--- src/aluPkg.sv ---
package aluPkg;

	// Operand and result width
	localparam int dataWidth = 16;
	localparam int shiftWidth = $clog2(dataWidth);

	//////////////////////////////////////////////////
	// Opcodes
	//////////////////////////////////////////////////

	// Any encoding not listed here is undefined
	typedef enum logic [7:0]
	{
		NOP    = 8'h00,
		AND    = 8'h01,
		OR     = 8'h02,
		XOR    = 8'h03,
		NOT    = 8'h04,
		ADD    = 8'h05,
		ADDU   = 8'h06,
		ADDCU  = 8'h07,
		TEST   = 8'h08,
		SUB    = 8'h09,
		CMP    = 8'h0B,
		ADDI   = 8'h50,
		ADDUI  = 8'h60,
		ADDCUI = 8'h70,
		LSHI   = 8'h80,
		RSHI   = 8'h81,
		LSH    = 8'h84,
		ALSH   = 8'h86,
		ARSH   = 8'h87,
		RSH    = 8'h8C,
		SUBI   = 8'h90,
		CMPI   = 8'hB0
	} aluOpcode;

	//////////////////////////////////////////////////
	// Payloads
	//////////////////////////////////////////////////

	typedef struct packed
	{
		logic [dataWidth-1:0] a;
		logic [dataWidth-1:0] b;
	} aluOperands;

	typedef struct packed
	{
		logic carry;
		logic flag;
		logic low;
		logic negative;
		logic zero;
	} aluFlags;

	typedef struct packed
	{
		logic [dataWidth-1:0] value;
		aluFlags flags;
	} aluResult;

	// Opcodes served by the arithmetic unit
	function automatic logic isArithOp(input aluOpcode op);
		return op inside {ADD, ADDI, ADDU, ADDUI, ADDCU, ADDCUI, SUB, SUBI, CMP, CMPI};
	endfunction

	// NOP and undefined encodings keep the status register
	function automatic logic writesFlags(input aluOpcode op);
		return isArithOp(op) || (op inside {TEST, AND, OR, XOR, NOT, LSH, LSHI,
			RSH, RSHI, ALSH, ARSH});
	endfunction

endpackage

--- src/aluArith.sv ---
`timescale 1ns/100ps

module aluArith
(
	input aluPkg::aluOpcode opcode,
	input aluPkg::aluOperands operands,
	input logic carryIn,
	output aluPkg::aluResult arithResult
);

	import aluPkg::*;

	logic isSubtract;
	logic useCarry;
	logic addCarry;
	logic [dataWidth-1:0] addendB;
	logic [dataWidth:0] sum;
	logic [dataWidth-1:0] sumValue;
	logic carryOut;
	logic overflow;
	logic signedLess;
	logic unsignedLess;
	logic operandsEqual;

	//////////////////////////////////////////////////
	// Shared adder
	//////////////////////////////////////////////////

	assign isSubtract = opcode inside {SUB, SUBI, CMP, CMPI};
	assign useCarry = opcode inside {ADDCU, ADDCUI};

	// Subtract is A plus inverted B plus one
	assign addendB = isSubtract ? ~operands.b : operands.b;
	assign addCarry = isSubtract | (useCarry & carryIn);

	assign sum = {1'b0, operands.a} + {1'b0, addendB} + {{dataWidth{1'b0}}, addCarry};
	assign sumValue = sum[dataWidth-1:0];
	assign carryOut = sum[dataWidth];

	// Like-signed inputs to the adder giving the opposite sign
	assign overflow = (operands.a[dataWidth-1] == addendB[dataWidth-1])
		&& (sumValue[dataWidth-1] != operands.a[dataWidth-1]);

	//////////////////////////////////////////////////
	// Comparisons
	//////////////////////////////////////////////////

	assign signedLess = $signed(operands.a) < $signed(operands.b);
	assign unsignedLess = operands.a < operands.b;
	assign operandsEqual = operands.a == operands.b;

	always_comb
	begin
		arithResult = '0;
		case (opcode)
			ADD, ADDI:
			begin
				arithResult.value = sumValue;
				arithResult.flags.zero = sumValue == '0;
				arithResult.flags.flag = overflow;
				arithResult.flags.low = signedLess;
				arithResult.flags.negative = sumValue[dataWidth-1];
			end
			ADDU, ADDUI:
			begin
				arithResult.value = sumValue;
				arithResult.flags.carry = carryOut;
				arithResult.flags.zero = sumValue == '0;
				arithResult.flags.low = unsignedLess;
			end
			ADDCU, ADDCUI:
			begin
				arithResult.value = sumValue;
				arithResult.flags.carry = carryOut;
				// Wrap to zero with a carry out is not a zero result
				arithResult.flags.zero = (sumValue == '0) && !carryOut;
				arithResult.flags.low = unsignedLess;
			end
			SUB, SUBI:
			begin
				arithResult.value = sumValue;
				arithResult.flags.zero = operandsEqual;
				arithResult.flags.flag = overflow;
				arithResult.flags.low = signedLess;
				arithResult.flags.negative = sumValue[dataWidth-1];
			end
			CMP, CMPI:
			begin
				// Flags only, value stays zero
				arithResult.flags.zero = operandsEqual;
				arithResult.flags.low = unsignedLess;
				arithResult.flags.negative = signedLess;
			end
			default:
			begin
				arithResult = '0;
			end
		endcase
	end

	// Zero from the operand compare must match the subtract result
	always_comb
	begin
		if (opcode inside {SUB, SUBI})
		begin
			assert final (arithResult.flags.zero == (arithResult.value == '0))
				else $error("zero flag disagrees with value for %s", opcode.name());
		end
	end

endmodule

--- src/aluExecute.sv ---
`timescale 1ns/100ps

module aluExecute
(
	input logic clk,
	input logic reset,
	input logic valid,
	input aluPkg::aluOpcode opcode,
	input aluPkg::aluOperands operands,
	output logic done,
	output aluPkg::aluResult result
);

	import aluPkg::*;

	aluResult arithResult;
	aluResult logicResult;
	logic carryIn;

	//////////////////////////////////////////////////
	// Execution units
	//////////////////////////////////////////////////

	// Add, subtract and compare
	aluArith u_aluArith
	(
		.opcode(opcode),
		.operands(operands),
		.carryIn(carryIn),
		.arithResult(arithResult)
	);

	// Bitwise and shifts
	aluLogicShift u_aluLogicShift
	(
		.opcode(opcode),
		.operands(operands),
		.logicResult(logicResult)
	);

	//////////////////////////////////////////////////
	// Result register and flags
	//////////////////////////////////////////////////

	aluStatus u_aluStatus
	(
		.clk(clk),
		.reset(reset),
		.valid(valid),
		.opcode(opcode),
		.arithResult(arithResult),
		.logicResult(logicResult),
		.done(done),
		.result(result),
		.carryIn(carryIn)
	);

endmodule

--- src/aluLogicShift.sv ---
`timescale 1ns/100ps

module aluLogicShift
(
	input aluPkg::aluOpcode opcode,
	input aluPkg::aluOperands operands,
	output aluPkg::aluResult logicResult
);

	import aluPkg::*;

	logic shiftOut;
	logic [shiftWidth-1:0] shiftAmount;
	logic signed [dataWidth-1:0] signedA;
	logic [dataWidth-1:0] leftShifted;
	logic [dataWidth-1:0] rightShifted;
	logic [dataWidth-1:0] arithShifted;
	logic [dataWidth-1:0] inverted;
	logic signedLess;
	logic unsignedLess;

	//////////////////////////////////////////////////
	// Shifter
	//////////////////////////////////////////////////

	// Any set bit above the low shift bits moves the whole word out
	assign shiftOut = |operands.b[dataWidth-1:shiftWidth];
	assign shiftAmount = operands.b[shiftWidth-1:0];
	assign signedA = operands.a;

	assign leftShifted = shiftOut ? '0 : operands.a << shiftAmount;
	assign rightShifted = shiftOut ? '0 : operands.a >> shiftAmount;

	always_comb
	begin
		if (shiftOut)
			arithShifted = {dataWidth{operands.a[dataWidth-1]}};
		else
			arithShifted = signedA >>> shiftAmount;
	end

	assign inverted = ~operands.a;
	assign signedLess = $signed(operands.a) < $signed(operands.b);
	assign unsignedLess = operands.a < operands.b;

	always_comb
	begin
		logicResult = '0;
		case (opcode)
			TEST, AND, OR, XOR:
			begin
				if (opcode == OR)
					logicResult.value = operands.a | operands.b;
				else if (opcode == XOR)
					logicResult.value = operands.a ^ operands.b;
				else
					logicResult.value = operands.a & operands.b;
				logicResult.flags.low = unsignedLess;
				logicResult.flags.negative = signedLess;
				logicResult.flags.zero = logicResult.value == '0;
			end
			NOT:
			begin
				logicResult.value = inverted;
				logicResult.flags.low = inverted < operands.a;
				logicResult.flags.negative = inverted[dataWidth-1];
				logicResult.flags.zero = inverted == '0;
			end
			LSH, LSHI, ALSH:
			begin
				logicResult.value = leftShifted;
				logicResult.flags.zero = leftShifted == '0;
			end
			RSH, RSHI:
			begin
				logicResult.value = rightShifted;
				logicResult.flags.zero = rightShifted == '0;
			end
			ARSH:
			begin
				logicResult.value = arithShifted;
				logicResult.flags.zero = arithShifted == '0;
			end
			default:
			begin
				logicResult = '0;
			end
		endcase
	end

endmodule

--- src/aluStatus.sv ---
`timescale 1ns/100ps

module aluStatus
(
	input logic clk,
	input logic reset,
	input logic valid,
	input aluPkg::aluOpcode opcode,
	input aluPkg::aluResult arithResult,
	input aluPkg::aluResult logicResult,
	output logic done,
	output aluPkg::aluResult result,
	output logic carryIn
);

	import aluPkg::*;

	logic arithSelected;
	logic flagWrite;
	logic [dataWidth-1:0] nextValue;
	logic [dataWidth-1:0] valueReg;
	aluFlags nextFlags;
	aluFlags flagReg;

	//////////////////////////////////////////////////
	// Result select
	//////////////////////////////////////////////////

	assign arithSelected = isArithOp(opcode);
	assign flagWrite = writesFlags(opcode);

	always_comb
	begin
		if (arithSelected)
		begin
			nextValue = arithResult.value;
			nextFlags = arithResult.flags;
		end
		else
		begin
			// NOP and undefined opcodes return zero
			nextValue = flagWrite ? logicResult.value : '0;
			nextFlags = logicResult.flags;
		end
	end

	//////////////////////////////////////////////////
	// Result and status registers
	//////////////////////////////////////////////////

	always_ff @(posedge clk)
	begin
		if (reset)
		begin
			done <= 1'b0;
			valueReg <= '0;
			flagReg <= '0;
		end
		else
		begin
			done <= valid;
			if (valid)
			begin
				valueReg <= nextValue;
				if (flagWrite)
					flagReg <= nextFlags;
			end
		end
	end

	assign result.value = valueReg;
	assign result.flags = flagReg;

	// Stored carry goes back to the adder for the next issue
	assign carryIn = flagReg.carry;

	// Done is the issue strobe one clock later
	doneAfterIssue: assert property (@(posedge clk) disable iff (reset)
		valid |=> done)
		else $error("done missing after issue");

	noSpuriousDone: assert property (@(posedge clk) disable iff (reset)
		!valid |=> !done)
		else $error("done without issue");

	// Status only moves on a completing operation
	flagsHoldIdle: assert property (@(posedge clk) disable iff (reset)
		!done |-> $stable(flagReg))
		else $error("flags changed without done");

endmodule

--- config.mk ---
export PLATFORM = sky130hd
export DESIGN_NAME = aluExecute
export DESIGN_NICKNAME = d
export VERILOG_FILES = /design/src/aluPkg.sv /design/src/aluArith.sv /design/src/aluExecute.sv /design/src/aluLogicShift.sv /design/src/aluStatus.sv
export SDC_FILE = /design/constraint.sdc
export NUM_CORES = 1
export LEC_CHECK = 0
export ABC_AREA = 1
export BUFFER_PORTS_ARGS = -buffer_cell sky130_fd_sc_hd__buf_2
export CORE_MARGIN = 5
export CORE_UTILIZATION = 40
export DETAILED_ROUTE_END_ITERATION = 16
export GPL_TIMING_DRIVEN = 0
export PLACE_DENSITY = 0.66
export SLEW_MARGIN = 40
export SYNTH_ARGS = -nofsm -noshare
export SYNTH_HDL_FRONTEND = slang
export SYNTH_SLANG_ARGS = --single-unit
--- constraint.sdc ---
create_clock -name clk -period 6.6 [get_ports clk]
set_input_delay 1.65 -clock clk [delete_from_list [all_inputs] [get_ports clk]]
set_output_delay 1.65 -clock clk [all_outputs]
set_load 0.01 [all_outputs]
==> load_flow_metrics.sql <==
INSERT INTO impl_metrics (metric_group, metric, value, unit) VALUES
('power_and_ir_drop', 'register_share_of_total_power', '20.9', '%'),
('sta', 'max_slew.worst_pin.slew', '764', 'ps'),
('finish', 'final_layout_size_suffix_gt1_share', '12.8', '%'),
('cts', 'ctsRootBufferMaster', 'sky130_fd_sc_hd__clkbuf_16', ''),
('flow_run', 'max_cap_viol_count', '0', ''),
('power_and_ir_drop', 'vdd.ir_drop.worst', '0.0888', 'mV'),
('drt', 'post-route-drc-count', '0', ''),
('run_status', 'status', 'finished, final reports clean', ''),
('logic_synthesis', 'post-synth-top-area-cell', 'sky130_fd_sc_hd__nand2_1', ''),
('placement', 'dpl_cell_area', '6570', 'um2'),
('finish', 'synthToLayoutAreaGrowth', '10.9', '%'),
('finish', 'n_antenna_cell', '0', ''),
('floorplan', 'die_area', '17600', 'um2'),
('worst_setup_path', 'worst-path-buf-inv', '5', ''),
('placement', 'number_of_placed_instances_taps_included', '1340', ''),
('sta', 'setup_ws', '1570', 'ps'),
('sta', 'max_freq', '0.199', 'GHz'),
('power_and_ir_drop', 'report.power.total', '682', 'uW'),
('global_routing', 'number_of_antenna_violations_at_the_first_check_in_global_routing', '0', ''),
('logic_synthesis', 'synth-compound-area-share', '14.3', '%'),
('floorplan', 'floorplan.die.width', '133', 'um'),
('floorplan', 'placementRows', '44', ''),
('logic_synthesis', 'synth.avg_cell_area', '5.51', 'um2'),
('worst_setup_path', 'cpMaxStageDelayCell', 'sky130_fd_sc_hd__o32ai_2', ''),
('logic_synthesis', 'post_synth_mux_area_share', '0', '%'),
('drt', 'drt.antenna.violating_nets', '0', ''),
('global_routing', 'grt_first_pass_wirelength', '38.4', 'mm'),
('finish', 'finished_layout_cells', '1344', ''),
('cts', 'cts-htree-levels', '1', ''),
('power_and_ir_drop', 'netSwitchingFraction', '45.1', '%'),
('logic_synthesis', 'syn_area', '6010', 'um2'),
('logic_synthesis', 'synth-warning-count', '0', ''),
('logic_synthesis', 'synth.yosys.seq_area_share', '7.32', '%'),
('logic_synthesis', 'synthFlopType', 'sky130_fd_sc_hd__dfxtp_1', ''),
('drt', 'detail_route.first_pass.iterations', '8', ''),
('sta', 'worst_hold_margin', '491', 'ps'),
('power_and_ir_drop', 'internal_power', '374', 'uW'),
('logic_synthesis', 'synth-async-reset-ratio', '0', '%'),
('global_routing', 'first_global_vias', '6758', ''),
('sta', 'timing.clock.skew', '2.35', 'ps'),
('worst_setup_path', 'arrival', '5240', 'ps'),
('finish', 'fin_area', '6670', 'um2'),
('sta', 'timing.max_slew.rel_slack', '48.7', '%'),
('floorplan', 'fp.coreArea', '14600', 'um2'),
('cts', 'post_cts_resized', '0', ''),
('logic_synthesis', 'post_synth_and_or_nand_nor_area_fraction', '49.5', '%'),
('worst_setup_path', 'endpoint_kind', 'flop', ''),
('floorplan', 'die_y', '133', 'um'),
('logic_synthesis', 'synth_area_leaders', 'sky130_fd_sc_hd__nand2_1 (20%), sky130_fd_sc_hd__ha_1 (13%), sky130_fd_sc_hd__nand3_1 (13%)', ''),
('finish', 'numnets_final', '1270', ''),
('logic_synthesis', 'synth_area_in_adders', '14.0', '%'),
('logic_synthesis', 'post-synth-top-area-fraction', '20.3', '%'),
('logic_synthesis', 'synth_xor_area_share', '2.91', '%'),
('power_and_ir_drop', 'total_switching_power', '308', 'uW'),
('worst_setup_path', 'maximum_cell_stage_delay_along_the_critical_path', '420', 'ps'),
('cts', 'cts_setup_buffers', '0', ''),
('placement', 'gpl.final_weighted_congestion', '1.03', ''),
('worst_setup_path', 'critPathLaunchType', 'input port', ''),
('drt', 'detail_route.wl_per_cell', '18.6', 'um'),
('logic_synthesis', 'number_of_synthesized_flops_with_an_enable_pin', '0', ''),
('sta', 'setup_violations', '0', ''),
('cts', 'clock_insertion_delay_worst_skew', '260', 'ps'),
('power_and_ir_drop', 'cellLeakagePower', '3.58', 'nW'),
('cts', 'post_cts_hold_buffer_count', '0', ''),
('floorplan', 'design.portCount', '65', ''),
('sta', 'setup_total_negative_slack', '0', 'ps'),
('drt', 'dr_total_vias', '7602', ''),
('sta', 'timing.final.max_slew_violations', '0', ''),
('finish', 'final_cell_mix', 'sky130_fd_sc_hd__nand2_1 (326), sky130_fd_sc_hd__nand3_1 (154), sky130_fd_sc_hd__nor2_1 (118)', ''),
('worst_setup_path', 'critical-path-top-cell-by-count', 'sky130_fd_sc_hd__nand2_1', ''),
('global_routing', 'grt_max_degree', '14', '');
## layer usage
metal,vias to the layer above,GRT usage (%),share of wire (%)
met2,424,44.8,45
met3,71,3.61,9.4
met4,0,8.55,3.5
li1,3730,-,-
met1,3377,37.2,42
met5,-,0,0
## cells in the mapped netlist, types with 12 or more instances
cell type / n
sky130_fd_sc_hd__nand4_1: 12
sky130_fd_sc_hd__nor2_1: 118
sky130_fd_sc_hd__ha_1: 64
sky130_fd_sc_hd__nand2_2: 15
sky130_fd_sc_hd__a21oi_1: 60
sky130_fd_sc_hd__nand3_1: 154
sky130_fd_sc_hd__dfxtp_1: 22
sky130_fd_sc_hd__nand2_1: 326
sky130_fd_sc_hd__o21ai_0: 41
sky130_fd_sc_hd__buf_2: 15
sky130_fd_sc_hd__inv_1: 111
sky130_fd_sc_hd__xor2_1: 19
sky130_fd_sc_hd__o21ai_1: 15
## cell type report
type / count / area, um2
multi-input combinational: 909 / 4850
inverter: 122 / 463
fill: 1641 / 7970
sequential: 22 / 440
clock inverter: 1 / 30.0
clock buffer: 3 / 75.1
tap: 184 / 230
buffer: 39 / 259
timing repair buffer: 64 / 320
## cell families (layout without fill, tap and decap cells)
| logic type | after synthesis | in the layout |
|---|---|---|
| AOI/OAI and AO/OA | 150 | 150 |
| xor gates and xnor gates | 20 | 20 |
| adders and majority gates | 66 | 66 |
| buffers and inverters | 161 | 229 |
| DFF | 22 | 22 |
| and+or+nand+nor | 673 | 673 |
## state kept, by name, summed over array words and instances, names as in the netlist
register	flops
u_aluStatus.carryIn	1
u_aluStatus.result	4
u_aluStatus.valueReg	16
u_aluStatus.done	1
## final timing paths
| path | start | end | cells past startpoint |
|---|---|---|---|
| max reg2reg | u_aluStatus.carryIn$_SDFFE_PP0P_ | u_aluStatus.result[0]$_SDFFE_PP0P_ | 19 |
| min reg2reg | u_aluStatus.result[3]$_SDFFE_PP0P_ | u_aluStatus.result[3]$_SDFFE_PP0P_ | 2 |
| max | opcode[1] | u_aluStatus.result[0]$_SDFFE_PP0P_ | 24 |
| min | u_aluStatus.result[3]$_SDFFE_PP0P_ | u_aluStatus.result[3]$_SDFFE_PP0P_ | 2 |
## worst register-to-register path: stages, from the launching register on
cell                       delay, ps
sky130_fd_sc_hd__dfxtp_1         330
sky130_fd_sc_hd__inv_1            70
sky130_fd_sc_hd__o21ai_0         230
sky130_fd_sc_hd__fa_1            290
sky130_fd_sc_hd__inv_1            70
sky130_fd_sc_hd__fa_1            390
sky130_fd_sc_hd__nand3b_1        200
sky130_fd_sc_hd__nand2_1         140
sky130_fd_sc_hd__nand3_1         130
sky130_fd_sc_hd__a21boi_0        270
sky130_fd_sc_hd__nor2_1           70
sky130_fd_sc_hd__nand2_1          60
sky130_fd_sc_hd__nand2_1         120
sky130_fd_sc_hd__nor2_1          130
sky130_fd_sc_hd__nand3_1          70
sky130_fd_sc_hd__nand2_1          60
sky130_fd_sc_hd__inv_1            40
sky130_fd_sc_hd__nand3_1          70
sky130_fd_sc_hd__nand2_1          50
sky130_fd_sc_hd__inv_1            40
## power by group through the flow
| stage | Combinational (mW) | Clock [mW] | Sequential (mW) |
|---|---|---|---|
| after floorplan | 0.235 | 0 | 0.148 |
| after global placement | 0.360 | 0 | 0.145 |
| after detailed placement | 0.359 | 0 | 0.145 |
| after CTS | 0.361 | 0.171 | 0.142 |
| after global routing | 0.409 | 0.176 | 0.143 |
| final | 0.370 | 0.170 | 0.142 |
(Power assumes the default switching activity.)
